## config.mk

```make
export PLATFORM = sky130hd
export DESIGN_NAME = rsp_prep_top
export DESIGN_NICKNAME = d
export VERILOG_FILES = /design/src/common/rsp_fmt_pkg.sv /design/src/common/rsp_ctrl_pkg.sv /design/src/common/rsp_sample_if.sv /design/src/design/rsp_prep_buffer.sv /design/src/design/rsp_prep_delay.sv /design/src/design/rsp_prep_frame_writer.sv /design/src/design/rsp_prep_top.sv /design/src/design/rsp_twiddle_sequencer.sv /design/src/mult/rsp_prep_mult.sv /design/src/mult/rsp_prep_multiplier.sv
export SDC_FILE = /design/constraint.sdc
export NUM_CORES = 2
export LEC_CHECK = 0
export CORE_MARGIN = 2
export CORE_UTILIZATION = 60
export CTS_BUF_LIST = sky130_fd_sc_hd__clkbuf_8
export DETAILED_ROUTE_END_ITERATION = 10
export DONT_BUFFER_PORTS = 1
export HOLD_SLACK_MARGIN = 0.15
export PLACE_DENSITY = 0.76
export REMOVE_ABC_BUFFERS = 1
export SYNTH_ARGS = -nofsm -noshare
export SYNTH_HDL_FRONTEND = slang
export SYNTH_SLANG_ARGS = --single-unit
```

## constraint.sdc

```tcl
create_clock -name clk -period 17.6 [get_ports clk]
set_input_delay 0 -clock clk [delete_from_list [all_inputs] [get_ports clk]]
set_output_delay 0 -clock clk [all_outputs]
set_load 0.005 [all_outputs]
```

## src/common/rsp_fmt_pkg.sv

```systemverilog
package rsp_fmt_pkg;

  ////////////////////////////////////////////////////////////
  // sample and twiddle formats
  ////////////////////////////////////////////////////////////

  // complex sample word, imag over real
  localparam int SAMPLE_W = 32;
  // one q1.15 component
  localparam int HALF_W = 16;
  // twiddle word, imag over real
  localparam int TWIDDLE_W = 48;
  // one q1.23 component
  localparam int TW_HALF_W = 24;
  // drops the twiddle fraction bits after each product
  localparam int FRAC_SHIFT = 23;

  ////////////////////////////////////////////////////////////
  // pipeline latencies
  ////////////////////////////////////////////////////////////

  localparam int MUL_LAT = 3;
  // operand reg + multiplier + shift stage + final add
  localparam int CPLX_LAT = 6;
  localparam int BYP_LAT = 3;

  typedef logic [SAMPLE_W-1:0] sample_t;

endpackage

```

## src/common/rsp_ctrl_pkg.sv

```systemverilog
package rsp_ctrl_pkg;

  // samples per chirp
  localparam int CHIRP_NUM = 8;
  // chirp position index width
  localparam int IDX_W = 3;

  // twiddles e^(-j*2*pi*k/8), imag over real, q1.23
  // +1.0 clipped to 7fffff, -1.0 kept symmetric at 800001
  localparam logic [rsp_fmt_pkg::TWIDDLE_W-1:0] TWIDDLE_TABLE [CHIRP_NUM] = '{
    48'h000000_7fffff,
    48'ha57d86_5a827a,
    48'h800001_000000,
    48'ha57d86_a57d86,
    48'h000000_800001,
    48'h5a827a_a57d86,
    48'h7fffff_000000,
    48'h5a827a_5a827a
  };

  ////////////////////////////////////////////////////////////
  // result buffer
  ////////////////////////////////////////////////////////////

  localparam int FIFO_DEPTH = 16;
  localparam int FIFO_AW = 4;

endpackage

```

## src/common/rsp_sample_if.sv

```systemverilog
interface rsp_sample_if;

  // sample with its twiddle, one strobe per sample
  rsp_fmt_pkg::sample_t                x_data;
  logic [rsp_fmt_pkg::TWIDDLE_W-1:0]   w;
  logic                                valid;
  // level, held while samples are in flight
  logic                                bypass;

  modport src (output x_data, output w, output valid, output bypass);
  modport dst (input x_data, input w, input valid, input bypass);

endinterface

```

## src/design/rsp_prep_buffer.sv

```systemverilog
module rsp_prep_buffer (
  input  logic                  clk,
  input  logic                  rst_n,
  input  logic                  i_wr,
  input  rsp_fmt_pkg::sample_t  i_wdata,
  input  logic                  i_pop,
  output rsp_fmt_pkg::sample_t  o_rdata,
  output logic                  o_empty,
  output logic                  o_overflow
);

  rsp_fmt_pkg::sample_t mem [rsp_ctrl_pkg::FIFO_DEPTH];

  // extra msb tells full from empty
  logic [rsp_ctrl_pkg::FIFO_AW:0] wr_ptr;
  logic [rsp_ctrl_pkg::FIFO_AW:0] rd_ptr;
  logic                           full;

  assign o_empty = (wr_ptr == rd_ptr);
  assign full    = (wr_ptr == {~rd_ptr[rsp_ctrl_pkg::FIFO_AW],
                               rd_ptr[rsp_ctrl_pkg::FIFO_AW-1:0]});

  ////////////////////////////////////////////////////////////
  // pointers and sticky overflow
  ////////////////////////////////////////////////////////////

  always_ff @(posedge clk or negedge rst_n) begin
    if (!rst_n) begin
      wr_ptr     <= '0;
      rd_ptr     <= '0;
      o_overflow <= 1'b0;
    end else begin
      // full fifo drops the sample
      if (i_wr && !full) begin
        wr_ptr <= wr_ptr + 1'b1;
      end
      if (i_wr && full) begin
        o_overflow <= 1'b1;
      end
      if (i_pop && !o_empty) begin
        rd_ptr <= rd_ptr + 1'b1;
      end
    end
  end

  // storage and registered read
  always_ff @(posedge clk) begin
    if (i_wr && !full) begin
      mem[wr_ptr[rsp_ctrl_pkg::FIFO_AW-1:0]] <= i_wdata;
    end
    if (i_pop && !o_empty) begin
      o_rdata <= mem[rd_ptr[rsp_ctrl_pkg::FIFO_AW-1:0]];
    end
  end

  // the frame writer gates its reads with empty
  a_no_pop_empty : assert property (
    @(posedge clk) disable iff (!rst_n)
    i_pop |-> !o_empty
  );

endmodule

```

## src/design/rsp_prep_delay.sv

```systemverilog
module rsp_prep_delay #(
  parameter type T     = logic,
  parameter int  DEPTH = 1
) (
  input  logic clk,
  input  logic rst_n,
  input  T     i_d,
  output T     o_q
);

  T pipe [DEPTH];

  // plain shift chain, cleared on reset
  always_ff @(posedge clk or negedge rst_n) begin
    if (!rst_n) begin
      for (int i = 0; i < DEPTH; i++) begin
        pipe[i] <= '0;
      end
    end else begin
      pipe[0] <= i_d;
      for (int i = 1; i < DEPTH; i++) begin
        pipe[i] <= pipe[i-1];
      end
    end
  end

  assign o_q = pipe[DEPTH-1];

endmodule

```

## src/design/rsp_prep_frame_writer.sv

```systemverilog
module rsp_prep_frame_writer (
  input  logic                  clk,
  input  logic                  rst_n,
  input  logic                  i_rd_en,
  input  logic                  i_empty,
  input  rsp_fmt_pkg::sample_t  i_rdata,
  output logic                  o_pop,
  output rsp_fmt_pkg::sample_t  o_y_data,
  output logic                  o_y_valid,
  output logic                  o_y_last
);

  // output sample position within the chirp
  logic [rsp_ctrl_pkg::IDX_W-1:0] cnt;
  logic                           cnt_end;

  // reads on an empty fifo are dropped
  assign o_pop   = i_rd_en && !i_empty;
  assign cnt_end = (cnt == rsp_ctrl_pkg::IDX_W'(rsp_ctrl_pkg::CHIRP_NUM - 1));

  always_ff @(posedge clk or negedge rst_n) begin
    if (!rst_n) begin
      cnt       <= '0;
      o_y_valid <= 1'b0;
      o_y_last  <= 1'b0;
    end else begin
      // valid and last line up with the registered fifo read
      o_y_valid <= o_pop;
      o_y_last  <= o_pop && cnt_end;
      if (o_pop) begin
        cnt <= cnt_end ? '0 : cnt + 1'b1;
      end
    end
  end

  // fifo read data is already registered
  assign o_y_data = i_rdata;

endmodule

```

## src/design/rsp_prep_top.sv

```systemverilog
module rsp_prep_top (
  input  logic                  clk,
  input  logic                  rst_n,
  input  logic                  i_bypass,
  input  logic                  i_chirp_start,
  input  rsp_fmt_pkg::sample_t  i_x_data,
  input  logic                  i_x_valid,
  input  logic                  i_rd_en,
  output rsp_fmt_pkg::sample_t  o_y_data,
  output logic                  o_y_valid,
  output logic                  o_y_last,
  output logic                  o_overflow
);

  // multiplier to buffer
  rsp_fmt_pkg::sample_t y_data;
  logic                 y_valid;
  // buffer to frame writer
  rsp_fmt_pkg::sample_t rd_data;
  logic                 empty;
  logic                 pop;

  rsp_sample_if smp_if ();

  ////////////////////////////////////////////////////////////
  // sequencer -> multiplier -> fifo -> frame writer
  ////////////////////////////////////////////////////////////

  rsp_twiddle_sequencer u_seq (
    .clk           (clk),
    .rst_n         (rst_n),
    .i_chirp_start (i_chirp_start),
    .i_x_data      (i_x_data),
    .i_x_valid     (i_x_valid),
    .i_bypass      (i_bypass),
    .o_smp         (smp_if.src)
  );

  rsp_prep_multiplier u_mult (
    .clk       (clk),
    .rst_n     (rst_n),
    .i_smp     (smp_if.dst),
    .o_y_data  (y_data),
    .o_y_valid (y_valid)
  );

  rsp_prep_buffer u_buf (
    .clk        (clk),
    .rst_n      (rst_n),
    .i_wr       (y_valid),
    .i_wdata    (y_data),
    .i_pop      (pop),
    .o_rdata    (rd_data),
    .o_empty    (empty),
    .o_overflow (o_overflow)
  );

  rsp_prep_frame_writer u_writer (
    .clk       (clk),
    .rst_n     (rst_n),
    .i_rd_en   (i_rd_en),
    .i_empty   (empty),
    .i_rdata   (rd_data),
    .o_pop     (pop),
    .o_y_data  (o_y_data),
    .o_y_valid (o_y_valid),
    .o_y_last  (o_y_last)
  );

endmodule

```

## src/design/rsp_twiddle_sequencer.sv

```systemverilog
module rsp_twiddle_sequencer (
  input  logic                  clk,
  input  logic                  rst_n,
  input  logic                  i_chirp_start,
  input  rsp_fmt_pkg::sample_t  i_x_data,
  input  logic                  i_x_valid,
  input  logic                  i_bypass,
  rsp_sample_if.src             o_smp
);

  logic [rsp_ctrl_pkg::IDX_W-1:0] idx;
  logic [rsp_ctrl_pkg::IDX_W-1:0] idx_cur;
  logic [rsp_ctrl_pkg::IDX_W-1:0] idx_next;

  // chirp start wins, a sample in the same cycle takes index 0
  assign idx_cur = i_chirp_start ? '0 : idx;
  // wrap at chirp length
  assign idx_next = (idx_cur == rsp_ctrl_pkg::IDX_W'(rsp_ctrl_pkg::CHIRP_NUM - 1)) ?
                    '0 : idx_cur + 1'b1;

  ////////////////////////////////////////////////////////////
  // position counter and control
  ////////////////////////////////////////////////////////////

  always_ff @(posedge clk or negedge rst_n) begin
    if (!rst_n) begin
      idx          <= '0;
      o_smp.valid  <= 1'b0;
      o_smp.bypass <= 1'b0;
    end else begin
      o_smp.valid  <= i_x_valid;
      o_smp.bypass <= i_bypass;
      // advance only on a sample
      if (i_x_valid) begin
        idx <= idx_next;
      end else begin
        idx <= idx_cur;
      end
    end
  end

  // sample and its twiddle, same stage as valid
  always_ff @(posedge clk) begin
    o_smp.x_data <= i_x_data;
    o_smp.w      <= rsp_ctrl_pkg::TWIDDLE_TABLE[idx_cur];
  end

endmodule

```

## src/mult/rsp_prep_mult.sv

```systemverilog
module rsp_prep_mult #(
  parameter int A_W   = 16,
  parameter int B_W   = 24,
  parameter int DEPTH = rsp_fmt_pkg::MUL_LAT
) (
  input  logic                        clk,
  input  logic                        rst_n,
  input  logic signed [A_W-1:0]       i_a,
  input  logic signed [B_W-1:0]       i_b,
  output logic signed [A_W+B_W-1:0]   o_p
);

  // full width product, no rounding here
  logic signed [A_W+B_W-1:0] prod;
  logic signed [A_W+B_W-1:0] pipe [DEPTH];

  assign prod = i_a * i_b;

  // retiming stages behind the multiplier, one product per cycle
  always_ff @(posedge clk or negedge rst_n) begin
    if (!rst_n) begin
      for (int i = 0; i < DEPTH; i++) begin
        pipe[i] <= '0;
      end
    end else begin
      pipe[0] <= prod;
      for (int i = 1; i < DEPTH; i++) begin
        pipe[i] <= pipe[i-1];
      end
    end
  end

  assign o_p = pipe[DEPTH-1];

endmodule

```

## src/mult/rsp_prep_multiplier.sv

```systemverilog
module rsp_prep_multiplier (
  input  logic                  clk,
  input  logic                  rst_n,
  rsp_sample_if.dst             i_smp,
  output rsp_fmt_pkg::sample_t  o_y_data,
  output logic                  o_y_valid
);

  // input components
  logic signed [rsp_fmt_pkg::HALF_W-1:0]      x_re;
  logic signed [rsp_fmt_pkg::HALF_W-1:0]      x_im;
  logic signed [rsp_fmt_pkg::TW_HALF_W-1:0]   w_re;
  logic signed [rsp_fmt_pkg::TW_HALF_W-1:0]   w_im;

  // stage 1 operands, a = x re, b = x im, c = w re, d = w im
  logic signed [rsp_fmt_pkg::HALF_W-1:0]      a_r;
  logic signed [rsp_fmt_pkg::HALF_W-1:0]      b_r;
  logic signed [rsp_fmt_pkg::TW_HALF_W-1:0]   c_r;
  logic signed [rsp_fmt_pkg::TW_HALF_W-1:0]   d_r;
  logic signed [rsp_fmt_pkg::HALF_W:0]        ab_sum;
  logic signed [rsp_fmt_pkg::TW_HALF_W:0]     cd_diff;

  // raw products
  logic signed [rsp_fmt_pkg::HALF_W+rsp_fmt_pkg::TW_HALF_W-1:0] t3;
  logic signed [rsp_fmt_pkg::HALF_W+rsp_fmt_pkg::TW_HALF_W-1:0] t4;
  logic signed [rsp_fmt_pkg::HALF_W+rsp_fmt_pkg::TW_HALF_W+1:0] t5;

  // floor-shifted products, wrapped to 16 bits
  logic [rsp_fmt_pkg::HALF_W-1:0] s_t3;
  logic [rsp_fmt_pkg::HALF_W-1:0] s_t4;
  logic [rsp_fmt_pkg::HALF_W-1:0] s_t5;

  logic [rsp_fmt_pkg::HALF_W-1:0] t5_r;
  logic [rsp_fmt_pkg::HALF_W-1:0] diff_r;
  logic [rsp_fmt_pkg::HALF_W-1:0] imag_r;
  logic [rsp_fmt_pkg::HALF_W-1:0] imag_d;
  logic [rsp_fmt_pkg::HALF_W-1:0] real_r;

  rsp_fmt_pkg::sample_t byp_data;
  logic                 v_cplx;
  logic                 v_byp;
  logic [$clog2(rsp_fmt_pkg::CPLX_LAT+1)-1:0] flight_cnt;

  assign {x_im, x_re} = i_smp.x_data;
  assign {w_im, w_re} = i_smp.w;

  ////////////////////////////////////////////////////////////
  // stage 1, operands and pre-adders
  ////////////////////////////////////////////////////////////

  always_ff @(posedge clk) begin
    a_r     <= x_re;
    b_r     <= x_im;
    c_r     <= w_re;
    d_r     <= w_im;
    ab_sum  <= x_re + x_im;
    cd_diff <= w_re - w_im;
  end

  ////////////////////////////////////////////////////////////
  // stages 2..4, gauss three-multiplier core
  ////////////////////////////////////////////////////////////

  // a*d
  rsp_prep_mult #(
    .A_W   (rsp_fmt_pkg::HALF_W),
    .B_W   (rsp_fmt_pkg::TW_HALF_W),
    .DEPTH (rsp_fmt_pkg::MUL_LAT)
  ) u_t3 (
    .clk   (clk),
    .rst_n (rst_n),
    .i_a   (a_r),
    .i_b   (d_r),
    .o_p   (t3)
  );

  // b*c
  rsp_prep_mult #(
    .A_W   (rsp_fmt_pkg::HALF_W),
    .B_W   (rsp_fmt_pkg::TW_HALF_W),
    .DEPTH (rsp_fmt_pkg::MUL_LAT)
  ) u_t4 (
    .clk   (clk),
    .rst_n (rst_n),
    .i_a   (b_r),
    .i_b   (c_r),
    .o_p   (t4)
  );

  // (a+b)*(c-d), one bit wider on each side
  rsp_prep_mult #(
    .A_W   (rsp_fmt_pkg::HALF_W + 1),
    .B_W   (rsp_fmt_pkg::TW_HALF_W + 1),
    .DEPTH (rsp_fmt_pkg::MUL_LAT)
  ) u_t5 (
    .clk   (clk),
    .rst_n (rst_n),
    .i_a   (ab_sum),
    .i_b   (cd_diff),
    .o_p   (t5)
  );

  // slicing above the fraction is floor shift plus wrap
  assign s_t3 = t3[rsp_fmt_pkg::FRAC_SHIFT+rsp_fmt_pkg::HALF_W-1:rsp_fmt_pkg::FRAC_SHIFT];
  assign s_t4 = t4[rsp_fmt_pkg::FRAC_SHIFT+rsp_fmt_pkg::HALF_W-1:rsp_fmt_pkg::FRAC_SHIFT];
  assign s_t5 = t5[rsp_fmt_pkg::FRAC_SHIFT+rsp_fmt_pkg::HALF_W-1:rsp_fmt_pkg::FRAC_SHIFT];

  ////////////////////////////////////////////////////////////
  // stages 5..6, post-adders
  ////////////////////////////////////////////////////////////

  always_ff @(posedge clk) begin
    // stage 5
    t5_r   <= s_t5;
    diff_r <= s_t3 - s_t4;
    imag_r <= s_t3 + s_t4;
    // stage 6, real = t5 + t3 - t4
    real_r <= t5_r + diff_r;
  end

  // imag is ready a stage early, align it with real
  rsp_prep_delay #(
    .T     (logic [rsp_fmt_pkg::HALF_W-1:0]),
    .DEPTH (1)
  ) u_imag_align (
    .clk   (clk),
    .rst_n (rst_n),
    .i_d   (imag_r),
    .o_q   (imag_d)
  );

  ////////////////////////////////////////////////////////////
  // bypass path and strobes
  ////////////////////////////////////////////////////////////

  rsp_prep_delay #(
    .T     (rsp_fmt_pkg::sample_t),
    .DEPTH (rsp_fmt_pkg::BYP_LAT)
  ) u_byp_data (
    .clk   (clk),
    .rst_n (rst_n),
    .i_d   (i_smp.x_data),
    .o_q   (byp_data)
  );

  rsp_prep_delay #(
    .T     (logic),
    .DEPTH (rsp_fmt_pkg::CPLX_LAT)
  ) u_cplx_valid (
    .clk   (clk),
    .rst_n (rst_n),
    .i_d   (i_smp.valid),
    .o_q   (v_cplx)
  );

  rsp_prep_delay #(
    .T     (logic),
    .DEPTH (rsp_fmt_pkg::BYP_LAT)
  ) u_byp_valid (
    .clk   (clk),
    .rst_n (rst_n),
    .i_d   (i_smp.valid),
    .o_q   (v_byp)
  );

  // mode is static while anything is in flight
  assign o_y_valid = i_smp.bypass ? v_byp : v_cplx;
  assign o_y_data  = i_smp.bypass ? byp_data : {imag_d, real_r};

  // cycles left until the newest sample has left the pipe
  always_ff @(posedge clk or negedge rst_n) begin
    if (!rst_n) begin
      flight_cnt <= '0;
    end else if (i_smp.valid) begin
      flight_cnt <= $bits(flight_cnt)'(rsp_fmt_pkg::CPLX_LAT);
    end else if (flight_cnt != '0) begin
      flight_cnt <= flight_cnt - 1'b1;
    end
  end

  // mode change with samples in flight would mix the two paths
  a_bypass_stable : assert property (
    @(posedge clk) disable iff (!rst_n)
    (flight_cnt != '0) |-> $stable(i_smp.bypass)
  );

endmodule

```

### After elaboration in Yosys (flattened, before gate mapping)

Memories as Yosys holds them, arrays and structs flattened. A register that Yosys moved wholly into a read port is not among the register bits.
Cells that the tools add are included.

| operators by class | value |
|---|---|
| add/subtract/negate cells | 9 |
| multipliers | 3 |
| equality and inequality tests | 4 |
| mux-type cells | 8 |
| bitwise logic cells | 2 |
| reductions and logical operators | 7 |

Operators by type and width:

| kind | number |
|---|---|
| $mul A16 B24 Y39 | 2 |
| $mul A17 B25 Y39 | 1 |
| $add A16 B16 Y16 | 2 |
| $mux W32 | 1 |
| $sub A24 B24 Y25 | 1 |
| $add A16 B16 Y17 | 1 |
| $sub A16 B16 Y16 | 1 |
| $mux W3 | 4 |
| $add A5 B1 Y5 const B | 2 |
| $eq A5 B5 Y1 | 2 |
| $add A3 B1 Y3 const B | 2 |
| $eq A3 B3 Y1 const B | 2 |
| $logic_and A1 B1 Y1 | 5 |
| $not A3 Y4 | 1 |
| $mux W1 | 3 |
| $logic_not A1 Y1 | 2 |
| $not A1 Y1 | 1 |

| word-level totals | value |
|---|---|
| flip-flop bits (word level) | 708 |
| RAM bits | 512 |
| ROM bits | 384 |
| bits of input ports | 38 |
| output and inout bits | 35 |
| memories kept | 2 |

Memory list:

| memory | words | bits a word | read ports | clocked after Yosys merged registers in | wr ports | RTL line | text |
|---|---|---|---|---|---|---|---|
| u_buf.mem | 16 | 32 | 1 | 1 | 1 | rsp_prep_buffer.sv:12 | `rsp_fmt_pkg::sample_t mem [rsp_ctrl_pkg::FIFO_DEPTH];` |
| (name not given) | 8 | 48 | 1 | 1 | 0 | rsp_twiddle_sequencer.sv:45 | `o_smp.w <= rsp_ctrl_pkg::TWIDDLE_TABLE[idx_cur];` |

### Longest topological paths before layout

| depth | value |
|---|---|
| word-level depth | 6 |
| mapped depth | 26 |
| gate-level depth less buffers | 25 |

### Modules after synthesis

Synthesis repeated with hierarchy kept, for this count alone.

| unflattened totals | value |
|---|---|
| cell total of the unflattened synthesis | 7367 |
| area total of the unflattened synthesis | 87378.8 um^2 |

By module, submodules not included:

| module | instances | cells each | area each (um^2) | sequential area each (um^2) |
|---|---|---|---|---|
| rsp_prep_buffer | 1 | 897 | 20956.3 | 16610.9 |
| rsp_prep_mult at u_mult.u_t5 | 1 | 1838 | 18482.7 | 3153.0 |
| rsp_prep_mult at u_mult.u_t3 | 1 | 1749 | 17211.5 | 3002.9 |
| rsp_prep_mult at u_mult.u_t4 | 1 | 1731 | 17126.4 | 3002.9 |
| rsp_prep_multiplier | 1 | 835 | 8389.3 | 3703.6 |
| rsp_prep_delay at u_mult.u_byp_data | 1 | 128 | 2642.5 | 2402.3 |
| rsp_twiddle_sequencer | 1 | 119 | 1483.9 | 965.9 |
| rsp_prep_frame_writer | 1 | 45 | 460.4 | 125.1 |
| rsp_prep_delay at u_mult.u_imag_align | 1 | 16 | 400.4 | 400.4 |
| rsp_prep_delay at u_mult.u_cplx_valid | 1 | 6 | 150.1 | 150.1 |
| rsp_prep_delay at u_mult.u_byp_valid | 1 | 3 | 75.1 | 75.1 |

### Worst setup path before layout

No wires, ideal clock.

| timing path | value |
|---|---|
| path kind | flip-flop to flip-flop |
| start | register u_mult.cd_diff[16] (netlist bit) |
| end | register u_mult.u_t5.pipe[121] (netlist bit) |
| library setup time | 123 ps |
| data arrival time | 6008 ps |
| required time | 17477 ps |
| slack | 11470 ps |
| cell stages (with the launch flop) | 26 |
| buffers on the path | 2 |
| clock period less this slack | 6130 ps |
| cell sequence | dfxtp_1 > clkbuf_1 > clkbuf_1 > nand2_1 > fa_1 > inv_1 > fa_1 > inv_1 > fa_1 > inv_1 > fa_1 > fa_1 > inv_1 > fa_1 > inv_1 > ha_1 > a211o_1 > a21oi_2 > a221o_1 > a311oi_2 > o2111ai_2 > a21oi_1 > o2111ai_2 > nand3b_2 > a21oi_1 > xnor2_1 |

| on the way | value |
|---|---|
| word-level cells in the longest chain between the ends | 1 |

Ends and longest elaborated chain:

| item | RTL line | text |
|---|---|---|
| start, declared | rsp_prep_multiplier.sv:21 | `logic signed [rsp_fmt_pkg::TW_HALF_W:0] cd_diff;` |
| start signal, assigned | rsp_prep_multiplier.sv:57 | `cd_diff <= w_re - w_im;` |
| $mul A17 B25 Y39 | rsp_prep_mult.sv:17 | `assign prod = i_a * i_b;` |
| via u_mult.u_t5.prod[37] | rsp_prep_mult.sv:14 | `logic signed [A_W+B_W-1:0] prod;` |
| end signal, assigned by index | rsp_prep_mult.sv:28 | `pipe[i] <= pipe[i-1];` |
| end, declared | rsp_prep_mult.sv:15 | `logic signed [A_W+B_W-1:0] pipe [DEPTH];` |

The timed path passes the listed nets, and every way through them passes these cells.
A chain may end at the register's enable or synchronous reset.

### Worst setup path in the final report

| timing path | value |
|---|---|
| start | register u_mult.ab_sum[16] (netlist bit) |
| end | register u_mult.u_t5.pipe[121] (netlist bit) |

| on the way | value |
|---|---|
| word-level cells in the longest chain between the ends | 1 |

Ends and longest elaborated chain:

| item | RTL line | text |
|---|---|---|
| start, declared | rsp_prep_multiplier.sv:20 | `logic signed [rsp_fmt_pkg::HALF_W:0] ab_sum;` |
| start signal, assigned | rsp_prep_multiplier.sv:56 | `ab_sum <= x_re + x_im;` |
| $mul A17 B25 Y39 | rsp_prep_mult.sv:17 |  |
| via u_mult.u_t5.prod[37] | rsp_prep_mult.sv:14 |  |

The timed path passes the listed nets, and every way through them passes these cells.

==> run summary <==
Setup Skew: 0.05572 ns
Setup Viol. Count Final: 0
Reg area: 27210 um^2
Min-Delay Path Class: in2reg
starting DRC count in detailed routing: 3003
full die area: 116800 um^2
Crit. path cell count: 20
GRT Resource Usage Total: 27.85%
TritonCTS clock tree: built
post-synthesis sequential area ratio: 39.73%
Final Max Tran Viols: 0
Core Rows: 123
Slew @ Worst Pin: 1.266 ns
Post-CTS Setup Inserts: 0
EDFF count, synth: 544
Slew headroom: 15.50%
CTS Sinks: 1016
crit-path most repeated cell: fa_1
final period utilization: 41.00%
layout cells sized above 1: 9.059%
GP Congestion: 0.9627
CP peak stage delay: 0.77 ns
CP Data Arrival Time: 7.89 ns
Buf/Inv on CP: 3
PortBufs: 0
CTS Buffer Depth: 3
core area: 112800 um^2
gr ovfl total: 0
YS warnings: 0
cts bufs inserted: 154
Critical Path, Cell by Cell: clkinv_1 -> nor2_1 -> fa_1 -> fa_1 -> fa_1 -> fa_1 -> fa_1 -> inv_1 -> fa_1 -> inv_1 -> ha_1 -> o21ai_0 -> a221o_1 -> a311oi_2 -> o2111ai_2 -> a21oi_1 -> o2111ai_2 -> nand3b_2 -> a21oi_1 -> xnor2_1
Worst-path clk slew: 0.07 ns
synthesized area: 68470 um^2
Req. time, crit path: 18.28 ns
type of the worst setup path: reg2reg
root buf cell: clkbuf_8
critical-path maximum fanout: 18
most frequent cells in the layout: inv_1 (1225), fa_1 (1007), edfxtp_1 (544)
Initial Utilization: 60.69%
unique cell type count in the Yosys netlist: 74
Pre-Repair DR Iteration Count: 7
MaxCap Viol Count: 0
Cells after DPL: 6635
Die Ht: 341.8 um
register bit total from synthesis: 1016
f_max: 0.1386 GHz
Synth Instances: 5231
Crit path max-delay family: adder cells
worst skew pair latency: 0.83 ns
hold path cells: 4
Main synth FF type: edfxtp_1
final hold violation count: 0
Post-DRT Antenna Nets: 0
I/O pin count: 73
final wirelength: 153900 um
Vias/cell: 5.552
status: finished clean
crit path time final: 7.216 ns
Synth async-reset ratio: 27.85%
Design Area, Final: 74250 um^2
Worst Setup End Kind: flip-flop
fill count: 7843
cells on worst reg2reg path: 20
area of placed instances: 70250 um^2
number of global-route vias before repair: 42810
initial antenna violation count: 11
DRC: 0
H-tree levels: 4
largest net degree at the start of global routing: 284
multi-input logic area: 36450 um^2
slowest cell on the critical path: clkinv_1
CP startpoint kind: flip-flop
first-pass GRT wire length: 244100 um
die extent in x: 341.8 um
Fin Setup TNS: 0 ns
Layout Area Growth over Synthesis: 8.445%
Avg WL per Cell: 21.98 um
routed vias: 38880
post-detail-place hpwl: 114100 um
RSZ-0062 raised after global routing: no
Final #Nets: 6776
final instance count without filler cells: 7003
most common cell after layout, fill and taps aside: inv_1
syn avg cell area: 13.09 um^2
[flip-flops by register name, indices dropped and copies added, names as in the netlist, 17 cells and up]
name	cells
u_buf.mem	512
u_mult.u_t5.pipe	32
u_mult.u_byp_data.pipe	64
u_mult.u_t4.pipe	32
u_mult.u_t3.pipe	32
u_mult.cd_diff	25
u_mult.ab_sum	17
u_buf.o_rdata	32
u_seq.o_smp.x_data	32
u_mult.u_byp_data.o_q	32
[cells in the mapped netlist (5+ instances only)]
library cell / instances / area share (%)
nand2b_1: 23 / 0.21
xor2_1: 27 / 0.35
mux4_2: 160 / 5.3
nor2_1: 122 / 0.67
nor3_1: 44 / 0.32
a31o_2: 6 / 0.077
nand3_1: 27 / 0.20
o41ai_2: 5 / 0.12
o211ai_1: 7 / 0.077
clkbuf_1: 121 / 0.66
a21oi_1: 76 / 0.56
or2_2: 6 / 0.055
dfrtp_1: 283 / 10
a21o_1: 28 / 0.31
dfxtp_1: 189 / 5.5
o21ai_0: 56 / 0.41
ha_1: 364 / 6.7
o21a_1: 17 / 0.19
nand2_1: 356 / 2.0
mux2_2: 33 / 0.54
or3_1: 7 / 0.064
xnor2_1: 123 / 1.6
fa_1: 1007 / 29
nand4_1: 16 / 0.15
a211oi_1: 9 / 0.099
o21ai_1: 8 / 0.058
a31oi_1: 6 / 0.055
inv_1: 1172 / 6.4
edfxtp_1: 544 / 24
buf_1: 13 / 0.071
and3_1: 13 / 0.12
nor2b_1: 14 / 0.13
and2_1: 255 / 2.3
o31ai_1: 10 / 0.11
o21bai_1: 11 / 0.12
[cell type report]
class | instances | area share [%]
repair buffers | 116 | 1.476
flip-flops and latches | 1016 | 36.65
clock inverters | 108 | 0.9908
well taps | 1500 | 2.528
clock buffers | 178 | 3.299
multi-input cells | 2904 | 49.10
diodes | 6 | 0.02022
inverters | 1175 | 5.940
[cell families (layout without fill, tap and decap cells)]
kind of cell | Yosys count | in the layout | synth area share (%)
simple gates | 901 | 901 | 6.403
fa+ha+maj | 1372 | 1372 | 36.11
flops | 1016 | 1016 | 39.73
other cells | 0 | 6 | 0
mux | 196 | 196 | 5.850
compound gates | 285 | 285 | 2.800
buf+inv | 1311 | 1577 | 7.191
xor+xnor | 150 | 150 | 1.919
[timing repair]
action,CTS,global route
endpoints found under the hold margin,335,169
resized for setup,0,0
hold buffers,74,1
[tightest hold or removal path, stage by stage]
cell and delay, ns:
dlygate4sd3_1 0.56, o21ai_1 0.24, nand2_1 0.13, nand2_1 0.04
[final timing paths]
path	from	end	slack, ns
setup / recovery	u_mult.ab_sum[16]	u_mult.u_t5.pipe[121]	10.38
hold / removal	i_rd_en	u_writer.cnt[2]	0.20
setup reg to reg	u_mult.ab_sum[16]	u_mult.u_t5.pipe[121]	10.38
hold reg to reg	u_mult.u_t5.o_p[37]	u_mult.t5_r[14]	0.30
max in group asynchronous	rst_n	u_buf.rd_ptr[0]	15.88
min in group asynchronous	rst_n	u_mult.u_byp_data.o_q[0]	0.59
[stage by stage]
step	utilization (%)	setup WS [ns]	hold slack (ns)
3_5_place_dp	62.28	10.46	-0.2397
6_report	65.82	10.38	0.1987
2_1_floorplan	-	8.942	-0.2956
3_3_place_gp	62.28	10.59	-0.2421
5_1_grt	65.81	9.933	0.2215
4_1_cts	65.77	10.46	0.1540
[metal layers]
layer | wire [um] | vias up | track usage (%)
li1 | - | 16820 | -
met1 | 60470 | 20150 | 37.82
met2 | 75030 | 1612 | 45.30
met3 | 13640 | 294 | 6.200
met4 | 4809 | 0 | 8.820
met5 | 0 | - | 0
Power is not shown: default switching activity piles up to over one toggle a cycle in this logic, so the estimate is an artifact.
